==> config.mk <==
export PLATFORM = sky130hd
export DESIGN_NAME = jtag_debug_top
export DESIGN_NICKNAME = d
export VERILOG_FILES = /design/src/verilog/jtag_pkg.sv /design/src/verilog/debug_pkg.sv /design/src/verilog/jtag_tap_controller.sv /design/src/verilog/jtag_ir_decode.sv /design/src/verilog/jtag_data_reg.sv /design/src/verilog/jtag_data_path.sv /design/src/verilog/jtag_debug_top.sv
export SDC_FILE = /design/constraint.sdc
export NUM_CORES = 1
export LEC_CHECK = 0
export ABC_AREA = 1
export BUFFER_PORTS_ARGS = -buffer_cell sky130_fd_sc_hd__buf_4
export CAP_MARGIN = 30
export CORE_MARGIN = 1
export CORE_UTILIZATION = 25
export DETAILED_ROUTE_END_ITERATION = 10
export GPL_TIMING_DRIVEN = 0
export PLACE_DENSITY_LB_ADDON = 0.15
export SLEW_MARGIN = 15
export SYNTH_ARGS = -nofsm -noshare
export SYNTH_HDL_FRONTEND = slang
export SYNTH_SLANG_ARGS = --single-unit
==> constraint.sdc <==
create_clock -name clk -period 5.87 [get_ports clk]
set_input_delay 0.8805 -clock clk [delete_from_list [all_inputs] [get_ports clk]]
set_output_delay 0.8805 -clock clk [all_outputs]
set_load 0.02 [all_outputs]
==> src/verilog/jtag_pkg.sv <==
// JTAG TAP definitions

package jtag_pkg;

    // JTAG pins, sampled in the system clock domain
    typedef struct packed {
        logic tck;
        logic tms;
        logic tdi;
        logic trst;
    } jtag_in_t;

    localparam int INSTRUCTION_WIDTH = 4;

    // Instruction codes
    localparam logic [INSTRUCTION_WIDTH-1:0] INST_IDCODE  = 4'h1;
    localparam logic [INSTRUCTION_WIDTH-1:0] INST_CONTROL = 4'h2;
    localparam logic [INSTRUCTION_WIDTH-1:0] INST_STATUS  = 4'h3;
    localparam logic [INSTRUCTION_WIDTH-1:0] INST_BYPASS  = 4'hf;

    // Data register select
    typedef enum logic [1:0] {
        SEL_IDCODE,
        SEL_CONTROL,
        SEL_STATUS,
        SEL_BYPASS
    } dr_sel_t;

    // One-clk strobes from the TAP to the data registers
    typedef struct packed {
        logic capture_dr;
        logic shift_dr;
        logic update_dr;
    } dr_ctrl_t;

endpackage

==> src/verilog/debug_pkg.sv <==
// Debug system interface definitions

package debug_pkg;

    // Written by the debugger through the CONTROL register
    typedef struct packed {
        logic       halt;
        logic       single_step;
        logic [5:0] reserved;
        logic [7:0] target;
    } sys_control_t;

    // Read by the debugger through the STATUS register
    typedef struct packed {
        logic       halted;
        logic [6:0] reserved;
        logic [7:0] pc_low;
    } sys_status_t;

    localparam logic [31:0] IDCODE_VALUE = 32'h1A5B_0C1D;

endpackage

==> src/verilog/jtag_tap_controller.sv <==
// JTAG TAP controller

`timescale 1ns/10ps

module jtag_tap_controller
(
    input  logic                                      clk,
    input  logic                                      reset,
    input  jtag_pkg::jtag_in_t                        pins,
    input  logic                                      data_shift_val,
    output jtag_pkg::dr_ctrl_t                        dr_ctrl,
    output logic [jtag_pkg::INSTRUCTION_WIDTH-1:0]    instruction,
    output logic                                      tdo
);

    typedef enum logic [3:0] {
        TEST_LOGIC_RESET,
        RUN_TEST_IDLE,
        SELECT_DR_SCAN,
        CAPTURE_DR,
        SHIFT_DR,
        EXIT1_DR,
        PAUSE_DR,
        EXIT2_DR,
        UPDATE_DR,
        SELECT_IR_SCAN,
        CAPTURE_IR,
        SHIFT_IR,
        EXIT1_IR,
        PAUSE_IR,
        EXIT2_IR,
        UPDATE_IR
    } tap_state_t;

    tap_state_t state_ff;
    tap_state_t state_nxt;
    logic       last_tck;
    logic       tck_rise;
    logic       tck_fall;
    logic       advance;

    // TCK edges, seen by comparing with the sample one clk earlier
    assign tck_rise = pins.tck && !last_tck;
    assign tck_fall = !pins.tck && last_tck;

    // trst holds the machine in Test-Logic-Reset, so no strobes fire
    assign advance = tck_rise && !pins.trst;

    // Standard IEEE 1149.1 state transitions, taken on TCK rising edges
    always_comb
    begin
        state_nxt = state_ff;
        case (state_ff)
            TEST_LOGIC_RESET:
                state_nxt = pins.tms ? TEST_LOGIC_RESET : RUN_TEST_IDLE;
            RUN_TEST_IDLE:
                state_nxt = pins.tms ? SELECT_DR_SCAN : RUN_TEST_IDLE;
            SELECT_DR_SCAN:
                state_nxt = pins.tms ? SELECT_IR_SCAN : CAPTURE_DR;
            CAPTURE_DR:
                state_nxt = pins.tms ? EXIT1_DR : SHIFT_DR;
            SHIFT_DR:
                state_nxt = pins.tms ? EXIT1_DR : SHIFT_DR;
            EXIT1_DR:
                state_nxt = pins.tms ? UPDATE_DR : PAUSE_DR;
            PAUSE_DR:
                state_nxt = pins.tms ? EXIT2_DR : PAUSE_DR;
            EXIT2_DR:
                state_nxt = pins.tms ? UPDATE_DR : SHIFT_DR;
            UPDATE_DR:
                state_nxt = pins.tms ? SELECT_DR_SCAN : RUN_TEST_IDLE;
            SELECT_IR_SCAN:
                state_nxt = pins.tms ? TEST_LOGIC_RESET : CAPTURE_IR;
            CAPTURE_IR:
                state_nxt = pins.tms ? EXIT1_IR : SHIFT_IR;
            SHIFT_IR:
                state_nxt = pins.tms ? EXIT1_IR : SHIFT_IR;
            EXIT1_IR:
                state_nxt = pins.tms ? UPDATE_IR : PAUSE_IR;
            PAUSE_IR:
                state_nxt = pins.tms ? EXIT2_IR : PAUSE_IR;
            EXIT2_IR:
                state_nxt = pins.tms ? UPDATE_IR : SHIFT_IR;
            UPDATE_IR:
                state_nxt = pins.tms ? SELECT_DR_SCAN : RUN_TEST_IDLE;
            default:
                state_nxt = TEST_LOGIC_RESET;
        endcase
    end

    // Strobes are valid in the clk where the rising edge is detected
    assign dr_ctrl.capture_dr = advance && (state_ff == CAPTURE_DR);
    assign dr_ctrl.shift_dr   = advance && (state_ff == SHIFT_DR);
    assign dr_ctrl.update_dr  = advance && (state_ff == UPDATE_DR);

    always_ff @(posedge clk or posedge reset)
    begin
        if (reset)
        begin
            state_ff    <= TEST_LOGIC_RESET;
            last_tck    <= 1'b0;
            instruction <= '0;
            tdo         <= 1'b0;
        end
        else
        begin
            last_tck <= pins.tck;

            // The instruction survives trst
            if (pins.trst)
            begin
                state_ff <= TEST_LOGIC_RESET;
            end
            else if (tck_rise)
            begin
                state_ff <= state_nxt;
                if (state_ff == SHIFT_IR)
                begin
                    instruction <= {pins.tdi,
                                    instruction[jtag_pkg::INSTRUCTION_WIDTH-1:1]};
                end
            end

            // TDO changes on the falling edge so the debugger samples it stable
            if (tck_fall)
            begin
                tdo <= (state_ff == SHIFT_IR) ? instruction[0] : data_shift_val;
            end
        end
    end

endmodule

==> src/verilog/jtag_ir_decode.sv <==
// JTAG instruction decoder

`timescale 1ns/10ps

module jtag_ir_decode
(
    input  logic [jtag_pkg::INSTRUCTION_WIDTH-1:0] instruction,
    output jtag_pkg::dr_sel_t                      dr_sel
);

    // New instructions get their data register select here
    always_comb
    begin
        case (instruction)
            // Code 0 is the value after reset, so IDCODE is readable at once
            '0:
                dr_sel = jtag_pkg::SEL_IDCODE;
            jtag_pkg::INST_IDCODE:
                dr_sel = jtag_pkg::SEL_IDCODE;
            jtag_pkg::INST_CONTROL:
                dr_sel = jtag_pkg::SEL_CONTROL;
            jtag_pkg::INST_STATUS:
                dr_sel = jtag_pkg::SEL_STATUS;
            jtag_pkg::INST_BYPASS:
                dr_sel = jtag_pkg::SEL_BYPASS;
            // Unknown codes behave as BYPASS
            default:
                dr_sel = jtag_pkg::SEL_BYPASS;
        endcase
    end

endmodule

==> src/verilog/jtag_data_reg.sv <==
// JTAG capture, shift and update register

`timescale 1ns/10ps

module jtag_data_reg
#(
    parameter type payload_t = logic [15:0]
)
(
    input  logic     clk,
    input  logic     reset,
    input  logic     capture,
    input  logic     shift,
    input  logic     update,
    input  logic     tdi,
    input  payload_t capture_val,
    output logic     shift_out,
    output payload_t update_val,
    output logic     updated
);

    localparam int WIDTH = $bits(payload_t);

    logic [WIDTH-1:0] shift_reg;

    // LSB leaves first on TDO
    assign shift_out = shift_reg[0];

    always_ff @(posedge clk or posedge reset)
    begin
        if (reset)
        begin
            shift_reg  <= '0;
            update_val <= '0;
            updated    <= 1'b0;
        end
        else
        begin
            updated <= update;
            if (capture)
                shift_reg <= capture_val;
            else if (shift)
                shift_reg <= {tdi, shift_reg[WIDTH-1:1]};
            if (update)
                update_val <= payload_t'(shift_reg);
        end
    end

endmodule

==> src/verilog/jtag_data_path.sv <==
// JTAG data register path

`timescale 1ns/10ps

module jtag_data_path
(
    input  logic                   clk,
    input  logic                   reset,
    input  jtag_pkg::dr_ctrl_t     dr_ctrl,
    input  jtag_pkg::dr_sel_t      dr_sel,
    input  logic                   tdi,
    input  debug_pkg::sys_status_t sys_status,
    output logic                   data_shift_val,
    output debug_pkg::sys_control_t sys_control,
    output logic                   control_valid
);

    logic idcode_sel;
    logic control_sel;
    logic status_sel;
    logic bypass_sel;
    logic idcode_out;
    logic control_out;
    logic status_out;
    logic bypass_reg;

    assign idcode_sel  = (dr_sel == jtag_pkg::SEL_IDCODE);
    assign control_sel = (dr_sel == jtag_pkg::SEL_CONTROL);
    assign status_sel  = (dr_sel == jtag_pkg::SEL_STATUS);
    assign bypass_sel  = (dr_sel == jtag_pkg::SEL_BYPASS);

    // Read only, never updated
    jtag_data_reg #(.payload_t(logic [31:0])) idcode_reg (
        .clk        (clk),
        .reset      (reset),
        .capture    (dr_ctrl.capture_dr && idcode_sel),
        .shift      (dr_ctrl.shift_dr && idcode_sel),
        .update     (1'b0),
        .tdi        (tdi),
        .capture_val(debug_pkg::IDCODE_VALUE),
        .shift_out  (idcode_out),
        .update_val (),
        .updated    ()
    );

    // Captures its own output so a scan reads back the last write
    jtag_data_reg #(.payload_t(debug_pkg::sys_control_t)) control_reg (
        .clk        (clk),
        .reset      (reset),
        .capture    (dr_ctrl.capture_dr && control_sel),
        .shift      (dr_ctrl.shift_dr && control_sel),
        .update     (dr_ctrl.update_dr && control_sel),
        .tdi        (tdi),
        .capture_val(sys_control),
        .shift_out  (control_out),
        .update_val (sys_control),
        .updated    (control_valid)
    );

    jtag_data_reg #(.payload_t(debug_pkg::sys_status_t)) status_reg (
        .clk        (clk),
        .reset      (reset),
        .capture    (dr_ctrl.capture_dr && status_sel),
        .shift      (dr_ctrl.shift_dr && status_sel),
        .update     (1'b0),
        .tdi        (tdi),
        .capture_val(sys_status),
        .shift_out  (status_out),
        .update_val (),
        .updated    ()
    );

    // One-bit BYPASS register captures 0
    always_ff @(posedge clk or posedge reset)
    begin
        if (reset)
            bypass_reg <= 1'b0;
        else if (dr_ctrl.capture_dr && bypass_sel)
            bypass_reg <= 1'b0;
        else if (dr_ctrl.shift_dr && bypass_sel)
            bypass_reg <= tdi;
    end

    always_comb
    begin
        case (dr_sel)
            jtag_pkg::SEL_IDCODE:  data_shift_val = idcode_out;
            jtag_pkg::SEL_CONTROL: data_shift_val = control_out;
            jtag_pkg::SEL_STATUS:  data_shift_val = status_out;
            default:               data_shift_val = bypass_reg;
        endcase
    end

endmodule

==> src/verilog/jtag_debug_top.sv <==
// JTAG debug access port

`timescale 1ns/10ps

module jtag_debug_top
(
    input  logic                    clk,
    input  logic                    reset,
    input  jtag_pkg::jtag_in_t      jtag_pins,
    output logic                    tdo,
    input  debug_pkg::sys_status_t  sys_status,
    output debug_pkg::sys_control_t sys_control,
    output logic                    control_valid
);

    jtag_pkg::dr_ctrl_t                     dr_ctrl;
    jtag_pkg::dr_sel_t                      dr_sel;
    logic [jtag_pkg::INSTRUCTION_WIDTH-1:0] instruction;
    logic                                   data_shift_val;

    jtag_tap_controller tap_inst (
        .clk           (clk),
        .reset         (reset),
        .pins          (jtag_pins),
        .data_shift_val(data_shift_val),
        .dr_ctrl       (dr_ctrl),
        .instruction   (instruction),
        .tdo           (tdo)
    );

    jtag_ir_decode decode_inst (
        .instruction(instruction),
        .dr_sel     (dr_sel)
    );

    jtag_data_path data_path_inst (
        .clk           (clk),
        .reset         (reset),
        .dr_ctrl       (dr_ctrl),
        .dr_sel        (dr_sel),
        .tdi           (jtag_pins.tdi),
        .sys_status    (sys_status),
        .data_shift_val(data_shift_val),
        .sys_control   (sys_control),
        .control_valid (control_valid)
    );

endmodule

==> results.md, run 1 <==
- Critical-path cell list: buf_4 > inv_1 > nand3_2 > nor2_2 > nand2_2 > nand2_2 > buf_4 > nand3_1 > nand2_1
- Unrepaired setup endpoints after global routing: false
- DR pass1 iterations: 4
- Initial Util: 25.5%
- I/O Buffers: 39
- FILL cells: 1830
- Peak supply drop: 0.143 mV
- Core Box Area: 0.0172 mm²
- Largest register FFs: 32
- Mapped cell area: 0.00439 mm²
- Setup slack after layout: 3890 ps
- Max clock buf depth: 2
- Sink Count: 92
- Via count: 3716
- Crit-path max FO: 10
- Commonest cells after routing, fill and taps aside: nand2_1 (181), dfrtp_1 (92), nand3_1 (61), inv_1 (48), buf_4 (44)
- DRC viols: 0
- Slew Viols, Final: 0
- Max-slew headroom: 63.4%
- Post_cts resized: 0
- First-pass GRT wire length: 18.3 mm
- Seq cells post-synth: 92
- Final setup fails: 0
- Net count, final: 625
- Fmax: 506 MHz
- Synth Area in Simple Gates: 29.7%
- Iteration-0 DRC Markers: 221
- Ys Warns: 0
- Pre-CTS WS: 3530 ps
- Synth area leaders: dfrtp_1 (52%), nand2_1 (15%), nand3_1 (7.0%)
- Htree depth: 3
- Most common cell after layout, fill and taps aside: nand2_1
- Xor/xnor cell area share of the yosys netlist: 0%
- Reg clk slew, reported paths: 60 ps
- GPL Wtd Cong: 0.872
- Post-DR vias/cell: 4.47
- Top-Level Pins: 40
- Hpwl dp: 7.40 mm
- Mapped Cells: 552
- Pwr per Cell Area: 240 mW/mm²
- Initial antenna violation count: 0
- Total Wirelength: 10.8 mm
- Die Area: 0.0181 mm²
- Largest family of logic cells by synthesized area: simple AND/OR/NAND/NOR gates
- Largest net degree at the start of global routing: 48
- R2R Setup Slk: 3970 ps
- Cts hold-fix bufs: 0
- Post-route minimum period: 1980 ps
- MaxCap Viol Count: 0
- Cell family with most CP delay: simple AND/OR/NAND/NOR gates
- Final hold viol count: 0
- Post-Synth Adder-Cell Area: 0%
- Vias in the first global route: 3708
- Total CTS buffers: 9
- Period utilization: 33.7%
- Crit path largest cell delay: 320 ps
- Die X: 134 µm
- Critical path class: input pin to flop
- Post-DRT Antenna Nets: 0
- Share of the synthesized area in the top cell type: 52.5%
- CTS tree: done
- Post-Syn Area per Cell: 7.95 µm²
- Startpoint types: input pin
- Skew final: 5.41 ps
- Fraction of layout cells with a size suffix above 1: 16.8%
- Die Y: 134 µm
- P_leak: 2.80 nW
- Grt total ovfl: 0
- WP data arrival: 2260 ps
- Cell variety after synth: 24
- Total Power: 0.00127 W
- Status: finished clean
- Hold WC Path Type: flop to flop
- Worst EP required: 6150 ps
- Clock Latency Late Sink: 350 ps
- Diodes inserted: 0
- Post-Syn Nets: 574
- Mux contribution to synthesized area: 0%
- Post-DR wirelength/cell: 13.0 µm
- Gr usage total: 13.0%
- Clock root buffer: clkbuf_16
- Worst slew pin tran: 549 ps
- Area growth syn-to-layout: 20.5%
- Post-CTS Setup Inserts: 0
- Setup TNS: 0 ps
- Synth Area in Compound Gates: 10.3%
- Slowest-stage cell, CP: nor2_2
- Area leader, netlist: dfrtp_1
- Crit. End Element: flop
- Register area share after synthesis: 52.5%
- Buf/Inv on CP: 3
- Row cnt: 48
-- cell type report --
| cell class | instances | area, µm² | share of cell area [%] |
|---|---|---|---|
| Sequential cell | 92 | 2300 | 43.6 |
| Multi-Input combinational cell | 385 | 1750 | 33.2 |
| Timing Repair Buffer | 40 | 320 | 6.06 |
| Tap cell | 225 | 282 | 5.33 |
| Clock buffer | 12 | 256 | 4.85 |
| Inverter | 51 | 196 | 3.72 |
| Buffer | 24 | 140 | 2.65 |
| Clock inverter | 2 | 35.0 | 0.663 |
-- power breakdown --
group	switching (W)	leakage [nW]	internal, W
clock	0.000241	0.145	0.000348
combinational	0.0000246	1.51	0.0000150
sequential	0.00000181	1.15	0.000638
total	0.000268	2.80	0.00100
-- per-layer routing --
| layer | up-vias | share of wire [%] | GRT usage [%] |
|---|---|---|---|
| met5 | - | 0 | 0 |
| met4 | 0 | 1.9 | 5.06 |
| met3 | 16 | 5.8 | 3.45 |
| met2 | 84 | 43 | 19.9 |
| met1 | 1752 | 49 | 17.5 |
| li1 | 1864 | - | - |
-- worst register-to-register path: stages (launching register included) --
cell and delay, ps:
dfrtp_1 390, inv_1 70, nand2_1 160, nor3_4 460, nand2_4 200, nand2_2 150, buf_2 260, o21ai_1 100
-- synth_stat cells (all sizes together) --
cell type,instances
nand3,62
nand4,2
or2,11
nand2,189
clkbuf,3
dfrtp,92
nor3,1
o22ai,1
o211ai,6
a21oi,5
buf,21
nor2,33
o21ai,75
inv,51
-- metrics by stage --
stage	instances	cell area, µm²	hold WS, ps	util, %
after floorplan	552	4390	444	-
after global placement	816	4960	461	28.8
after detailed placement	817	4990	461	29.0
after CTS	831	5290	479	30.7
after global routing	831	5290	494	30.7
final	831	5290	476	30.7
-- worst paths after layout --
path / startpoint / end / cells after the start
min in group asynchronous: reset / data_path_inst.control_reg.shift_reg[3]$_DFFE_PP0P_ / 2
worst max register to register: tap_inst.instruction[2]$_DFFE_PP0P_ / data_path_inst.control_reg.shift_reg[6]$_DFFE_PP0P_ / 7
max in group asynchronous: reset / tap_inst.tdo$_DFFE_PP0P_ / 3
worst max-delay path: jtag_pins[0] / data_path_inst.idcode_reg.shift_reg[26]$_DFFE_PP0P_ / 9
worst min-delay path: data_path_inst.idcode_reg.shift_reg[23]$_DFFE_PP0P_ / data_path_inst.idcode_reg.shift_reg[23]$_DFFE_PP0P_ / 2
worst min register to register: data_path_inst.idcode_reg.shift_reg[23]$_DFFE_PP0P_ / data_path_inst.idcode_reg.shift_reg[23]$_DFFE_PP0P_ / 2
-- cells by family (layout without fill, tap and decap cells) --
kind of cell	count (synthesis)	in the layout
AO/OA/AOI/OAI	87	87
buffers and inverters	75	129
flip-flops	92	92
AND/OR/NAND/NOR	298	298
No activity file was read; power rests on OpenSTA's default activity.
==> run 2: changes to the inputs <==
- clock period: 5.87 -> 1.8 ns (I/O delays scaled with it)
==> run 2 against run 1 <==
Compared with the run above:
- final cell count grew 1.2%
- count of clock-buffer cells in the layout unchanged
- worst hold slack worse by 490 ps
- critical endpoint is now data_path_inst.control_reg.shift_reg[1]$_DFFE_PP0P_
- first-iteration DRC count decreased by 9.0%
- the run now ends with negative hold slack left
- global-route usage increased by 0.089 points
- critical path depth did not move
- die area is the same
- core utilization up 0.84 points
==> results.md, run 2 (synthesized netlist as in run 1, its figures left out) <==
- Sw Share: 21.6% (+0.53 points)
- NetSw: 0.000888 W (+230%)
- Vias in the first global route: 3658 (-1.3%)
- Die X: 134 µm (unchanged)
- Pwr per Cell Area: 756 mW/mm² (+210%)
- Initial Util: 25.5% (unchanged)
- Unrepaired setup endpoints after global routing: true
- Worst EP required: 2070 ps (-4080 ps)
- Area growth syn-to-layout: 23.8%
- Iteration-0 DRC Markers: 201 (-9.0%)
- Peak supply drop: 0.480 mV (+240%)
- Largest register FFs: 32 (unchanged)
- Total Wirelength: 10.9 mm (+1.0%)
- First-pass GRT wire length: 18.5 mm (+0.60%)
- Gr usage total: 13.1% (+0.089 points)
- Final Util: 31.5% (+0.84 points)
- Top Layer Used: met4
- Via count: 3785 (+1.9%)
- Layout Cell Area excl Fill: 0.00543 mm² (+2.7%)
- Die Area: 0.0181 mm² (unchanged)
- Hold_ws: -13.2 ps (-489 ps)
- Most common cell after layout, fill and taps aside: nand2_1
- Crit. End Element: flop
- Failing checks: negative hold slack
- DR pass1 iterations: 5 (+1)
- Diodes inserted: 0 (unchanged)
- Total CTS buffers: 9 (unchanged)
- Critical path class: flop to flop
- Max clock buf depth: 2 (unchanged)
- Critical R2R Launch: tap_inst.state_ff[3]$_DFFE_PP0P_
- MaxCap Viol Count: 0 (unchanged)
- Grt total ovfl: 0 (unchanged)
- Period utilization: 91.8%
- Sequential power share: 50.8% (+0.4 points)
- Metal3 WL: 550 µm (-13%)
- Htree depth: 3 (unchanged)
- Clock network power share: 45.7% (-0.8 points)
- Met1 wire length: 5.34 mm (+0.36%)
- Share of total power in combinational logic: 3.5% (+0.4 points)
- Clock root buffer: clkbuf_16
- Status: finished with violations
- GPL Wtd Cong: 0.875 (+0.32%)
- Clock Latency Late Sink: 350 ps (about the same)
- Commonest cells after routing, fill and taps aside: nand2_1 (179), dfrtp_1 (89), nand3_1 (61), buf_4 (50), inv_1 (48)
- Fraction of layout cells with a size suffix above 1: 19.0% (+2.2 points)
- Final setup fails: 0 (unchanged)
- Largest net degree at the start of global routing: 30 (-38%)
- P_leak: 2.85 nW (+1.8%)
- Net count, final: 633 (+1.3%)
- Post-route minimum period: 1650 ps
- Row cnt: 48 (unchanged)
- CTS tree: done
- DRC viols: 0 (unchanged)
- Core Box Area: 0.0172 mm² (unchanged)
- Met2 WL: 4.85 mm (+4.7%)
- WP data arrival: 1920 ps (-340 ps)
- Max-slew headroom: 60.3% (-3.1 points)
- Worst slew pin tran: 594 ps (+44.6 ps)
- Critical Path Start: tap_inst.state_ff[3]$_DFFE_PP0P_
- Skew final: 7.40 ps (+1.99 ps)
- Final hold viol count: 12 (+12)
- Die Y: 134 µm (unchanged)
- Cts hold-fix bufs: 0 (unchanged)
- Placed insts: 819 (+0.24%)
- Startpoint types: flop
- Post-DR vias/cell: 4.50 (+0.65%)
- Post-DRT Antenna Nets: 0 (unchanged)
- Crit-path max FO: 10 (unchanged)
- Top-Level Pins: 40 (unchanged)
- Hpwl dp: 7.63 mm (+3.1%)
- Sink Count: 92 (unchanged)
- Total Power: 0.00410 W (+220%)
- I/O Buffers: 39 (unchanged)
- Post-DR wirelength/cell: 13.0 µm (-0.20%)
- Fmax: 605 MHz
- Placed instance area: 0.00504 mm² (+0.93%)
- Hold WC Path Type: input pin to async pin
- Internal Pwr Total: 0.00322 W (+220%)
- Initial antenna violation count: 0 (unchanged)
- Reg clk slew, reported paths: 70 ps (about the same)
- Final Non-Filler Cells: 841 (+1.2%)
- Slew Viols, Final: 0 (unchanged)
## run 2: cell types whose count changed in the layout (fill, tap and decap cells not counted), sizes merged
cell / change
buf: +6
inv: -1
clkbuf: +2
clkinvlp: +3
## run 2: area by class of cell
cell class | count | area [µm²]
flip-flops and latches | 92 | 2310
plain buffers | 24 | 165
clock buffers | 12 | 236
repair buffers | 48 | 413
clock inverters | 4 | 50.0
inverters | 51 | 195
fillers | 1829 | 11800
well taps | 225 | 282
multi-input cells | 385 | 1780
## run 2: worst max-delay path, stage by stage (launching register included)
cell	delay, ps
dfrtp_2	460
nor2_2	170
nand2_1	120
nor2_4	180
buf_4	140
nand2_1	60
nand2_2	90
buf_4	200
nand2_1	70
o21ai_1	70
## run 2: what timing repair did
item / 4_1_cts / 5_1_grt
setup endpoints to repair: 45 / 75
pin swaps: 1 / 3
resized for setup: 1 / 22
setup buffers: 2 / 4
gates cloned: 0 / 0
## run 2: routing by layer
layer | GRT usage, % | vias to the layer above
met5 | 0 | -
met4 | 4.37 | 0
met3 | 3.79 | 12
met2 | 19.7 | 84
met1 | 18.0 | 1808
li1 | - | 1881
## run 2: worst paths after layout
check                                                                            end  slack, ps  cells past startpoint
worst max-delay path             data_path_inst.control_reg.shift_reg[1]$_DFFE_PP0P_        150                      9
worst min-delay path            data_path_inst.control_reg.update_val[1]$_DFFE_PP0P_        -10                      2
worst max register to register   data_path_inst.control_reg.shift_reg[1]$_DFFE_PP0P_        150                      9
worst min register to register   data_path_inst.idcode_reg.shift_reg[26]$_DFFE_PP0P_        470                      2
max in group asynchronous        data_path_inst.status_reg.shift_reg[13]$_DFFE_PP0P_       1130                      4
min in group clk                                         tap_inst.last_tck$_DFF_PP0_         80                      1
## run 2: power groups by stage
stage          clock, W  sequential, W  combinational [W]
2_1_floorplan         0        0.00212          0.0000642
3_3_place_gp          0        0.00213           0.000125
3_5_place_dp          0        0.00213           0.000146
4_1_cts         0.00196        0.00209           0.000147
5_1_grt         0.00204        0.00209           0.000165
6_report        0.00187        0.00209           0.000144
## run 2: stage by stage
stage / TNS, ps / setup slack (ps)
global placement: -31580 / -332
finish: 0 / 147
floorplan: 0 / 334
detailed placement: -2590 / -115
CTS: 0 / 4.82
global route: -42.3 / -20.0
==> run 3: changes to the inputs <==
- CAP_MARGIN: 30 -> default
- GPL_TIMING_DRIVEN: 0 -> default
- REMOVE_ABC_BUFFERS: default -> 1
==> run 3 against run 2 <==
Compared with the run above:
- core utilization decreased by 0.73 points
- sequential share of layout area is 0.96 points higher
- largest power group unchanged
- sequential power hardly changed
- design area fell by 2.3%
- the flow now finishes without violations
- highest routed layer unchanged
- non-clock buffer count down 18
- via count is 5.4% lower
- clock power is 6% lower
==> results.md, run 3 (synthesized netlist as in run 1, its figures left out) <==
- GR peak layer: met2
- Gr usage total: 12.2% (-0.91 points)
- Fraction of layout cells with a size suffix above 1: 16.4% (-2.6 points)
- Area of the multi-input gates: 0.00177 mm² (-0.56%)
- Startpoint types: flop
- Largest register FFs: 32 (unchanged)
- GR Layer Usage met3: 2.36% (-1.4 points)
- Iteration-0 DRC Markers: 266 (+32%)
- Cell family with most CP delay: simple AND/OR/NAND/NOR gates
- Worst EP required: 2060 ps (about the same)
- Clock root buffer: clkbuf_16
- Vias in the first global route: 3511 (-4.0%)
- Diodes inserted: 0 (unchanged)
- Clock Latency Late Sink: 340 ps (about the same)
- CTS tree: done
- Crit path largest cell delay: 460 ps (about the same)
- First-pass GRT wire length: 17.4 mm (-5.6%)
- I/O Buffers: 39 (unchanged)
- Top-Level Pins: 40 (unchanged)
- Grt total ovfl: 0 (unchanged)
- Htree depth: 3 (unchanged)
- Critical Path Start: tap_inst.state_ff[1]$_DFFE_PP0P_
- Max-slew headroom: 66.7% (+6.4 points)
- Initial Util: 25.5% (unchanged)
- Peak supply drop: 0.380 mV (-21%)
- Layout Cell Area excl Fill: 0.00531 mm² (-2.3%)
- Net count, final: 615 (-2.8%)
- Post-route minimum period: 1630 ps (-22.8 ps)
- Most used cell, CP: nand2_1
- Post-DRT Antenna Nets: 0 (unchanged)
- Total Wirelength: 10.0 mm (-7.8%)
- Critical-path cell list: nand2_1 > inv_2 > nand2_4 > nor2_8 > nand2_2 > nand2_1 > buf_4 > nand2_1 > o21ai_1
- Initial antenna violation count: 0 (unchanged)
- Worst slew pin tran: 499 ps (-95.1 ps)
- Post-DR vias/cell: 4.35 (-3.3%)
- Unrepaired setup endpoints after global routing: false
- Post-CTS Setup Inserts: 0 (-2)
- Period utilization: 90.5% (-1.3 points)
- DRC viols: 0 (unchanged)
- Most common cell after layout, fill and taps aside: nand2_1
- Hold_ws: 38.8 ps (+52.0 ps)
- Buf/Inv on CP: 2 (unchanged)
- DR pass1 iterations: 4 (-1)
- Row cnt: 48 (unchanged)
- P_leak: 2.78 nW (-2.3%)
- Placed instance area: 0.00501 mm² (-0.60%)
- Via count: 3582 (-5.4%)
- Cts hold-fix bufs: 0 (unchanged)
- Final setup fails: 0 (unchanged)
- Slew Viols, Final: 0 (unchanged)
- GPL Wtd Cong: 0.856 (-2.1%)
- Skew final: 8.97 ps (+1.57 ps)
- Largest net degree at the start of global routing: 93 (+210%)
- FF/Latch Area: 0.00230 mm² (-0.11%)
- Post_cts resized: 0 (-1)
- Critical path class: flop to flop
- Fmax: 614 MHz (+1.4%)
- Area growth syn-to-layout: 20.9%
- Commonest cells after routing, fill and taps aside: nand2_1 (180), dfrtp_1 (91), nand3_1 (61), inv_1 (48), buf_4 (48)
- Die Area: 0.0181 mm² (unchanged)
- Final hold viol count: 0 (-12)
- Sink Count: 92 (unchanged)
- Hold WC Path Type: input pin to async pin
- Crit-path max FO: 20 (+10)
- Pwr per Cell Area: 750 mW/mm² (-0.78%)
- Crit. End Element: flop
- Die X: 134 µm (unchanged)
- Total CTS buffers: 9 (unchanged)
- Die Y: 134 µm (unchanged)
- Critical R2R Launch: tap_inst.state_ff[1]$_DFFE_PP0P_
- Hpwl dp: 6.48 mm (-15%)
- Met2 global-route usage: 19.1% (-0.58 points)
- WP data arrival: 1890 ps (-30 ps)
- Max clock buf depth: 2 (unchanged)
- Setup TNS: 0 ps (unchanged)
- Slowest-stage cell, CP: dfrtp_1
- Core Box Area: 0.0172 mm² (unchanged)
- FILL cells: 1829 (unchanged)
- Reg clk slew, reported paths: 60 ps (about the same)
- Post-DR wirelength/cell: 12.2 µm (-5.8%)
- Met1 usage: 16.3% (-1.7 points)
- MaxCap Viol Count: 0 (unchanged)
- Status: finished clean
-- run 3: cell types whose count changed in the layout (fill, tap and decap cells not counted), moves of 3 or more --
cell and delta:
buf_2 -8, buf_12 +5, buf_6 -5, clkinvlp_4 -3
-- run 3: final timing paths --
| check | cells past startpoint | slack, ps | endpoint |
|---|---|---|---|
| worst max-delay path | 9 | 170 | data_path_inst.status_reg.shift_reg[6]$_DFFE_PP0P_ |
| worst min-delay path | 3 | 40 | data_path_inst.idcode_reg.shift_reg[22]$_DFFE_PP0P_ |
| worst max register to register | 9 | 170 | data_path_inst.status_reg.shift_reg[6]$_DFFE_PP0P_ |
| worst min register to register | 2 | 480 | data_path_inst.idcode_reg.shift_reg[26]$_DFFE_PP0P_ |
| max in group asynchronous | 3 | 1380 | tap_inst.state_ff[2]$_DFFE_PP0P_ |
| min in group clk | 1 | 100 | tap_inst.last_tck$_DFF_PP0_ |
-- run 3: layout make-up --
type	instances	share of cell area, %
clock inverter	3	0.425
timing repair buffer	54	9.06
inverter	51	3.63
tap	225	5.31
clock buffer	13	4.72
multi-input combinational	385	33.4
sequential	92	43.4
-- run 3: routing by layer --
layer,vias to the layer above,routed length [µm]
met3,11,326
met5,-,0
met2,61,4500
met1,1669,5050
li1,1841,-
met4,0,170
-- run 3: per-stage QoR --
stage | utilization [%] | worst slack, ps | total power (W) | instances
2_1_floorplan | - | -862 | 0.00219 | 528
3_3_place_gp | 29.1 | 127 | 0.00226 | 807
3_5_place_dp | 29.1 | 145 | 0.00226 | 807
4_1_cts | 30.7 | 127 | 0.00407 | 823
5_1_grt | 30.8 | 21.3 | 0.00416 | 823
6_report | 30.8 | 170 | 0.00398 | 823
-- run 3: worst min-delay path, delay by kind of cell --
kind / cells / cell delay (ps)
buffers and inverters: 3 / 550
-- run 3: report_power, final --
part | internal (W) | total [W] | switching (W)
clock network | 0.000978 | 0.00176 | 0.000781
registers | 0.00208 | 0.00209 | 0.00000650
logic | 0.0000488 | 0.000131 | 0.0000825
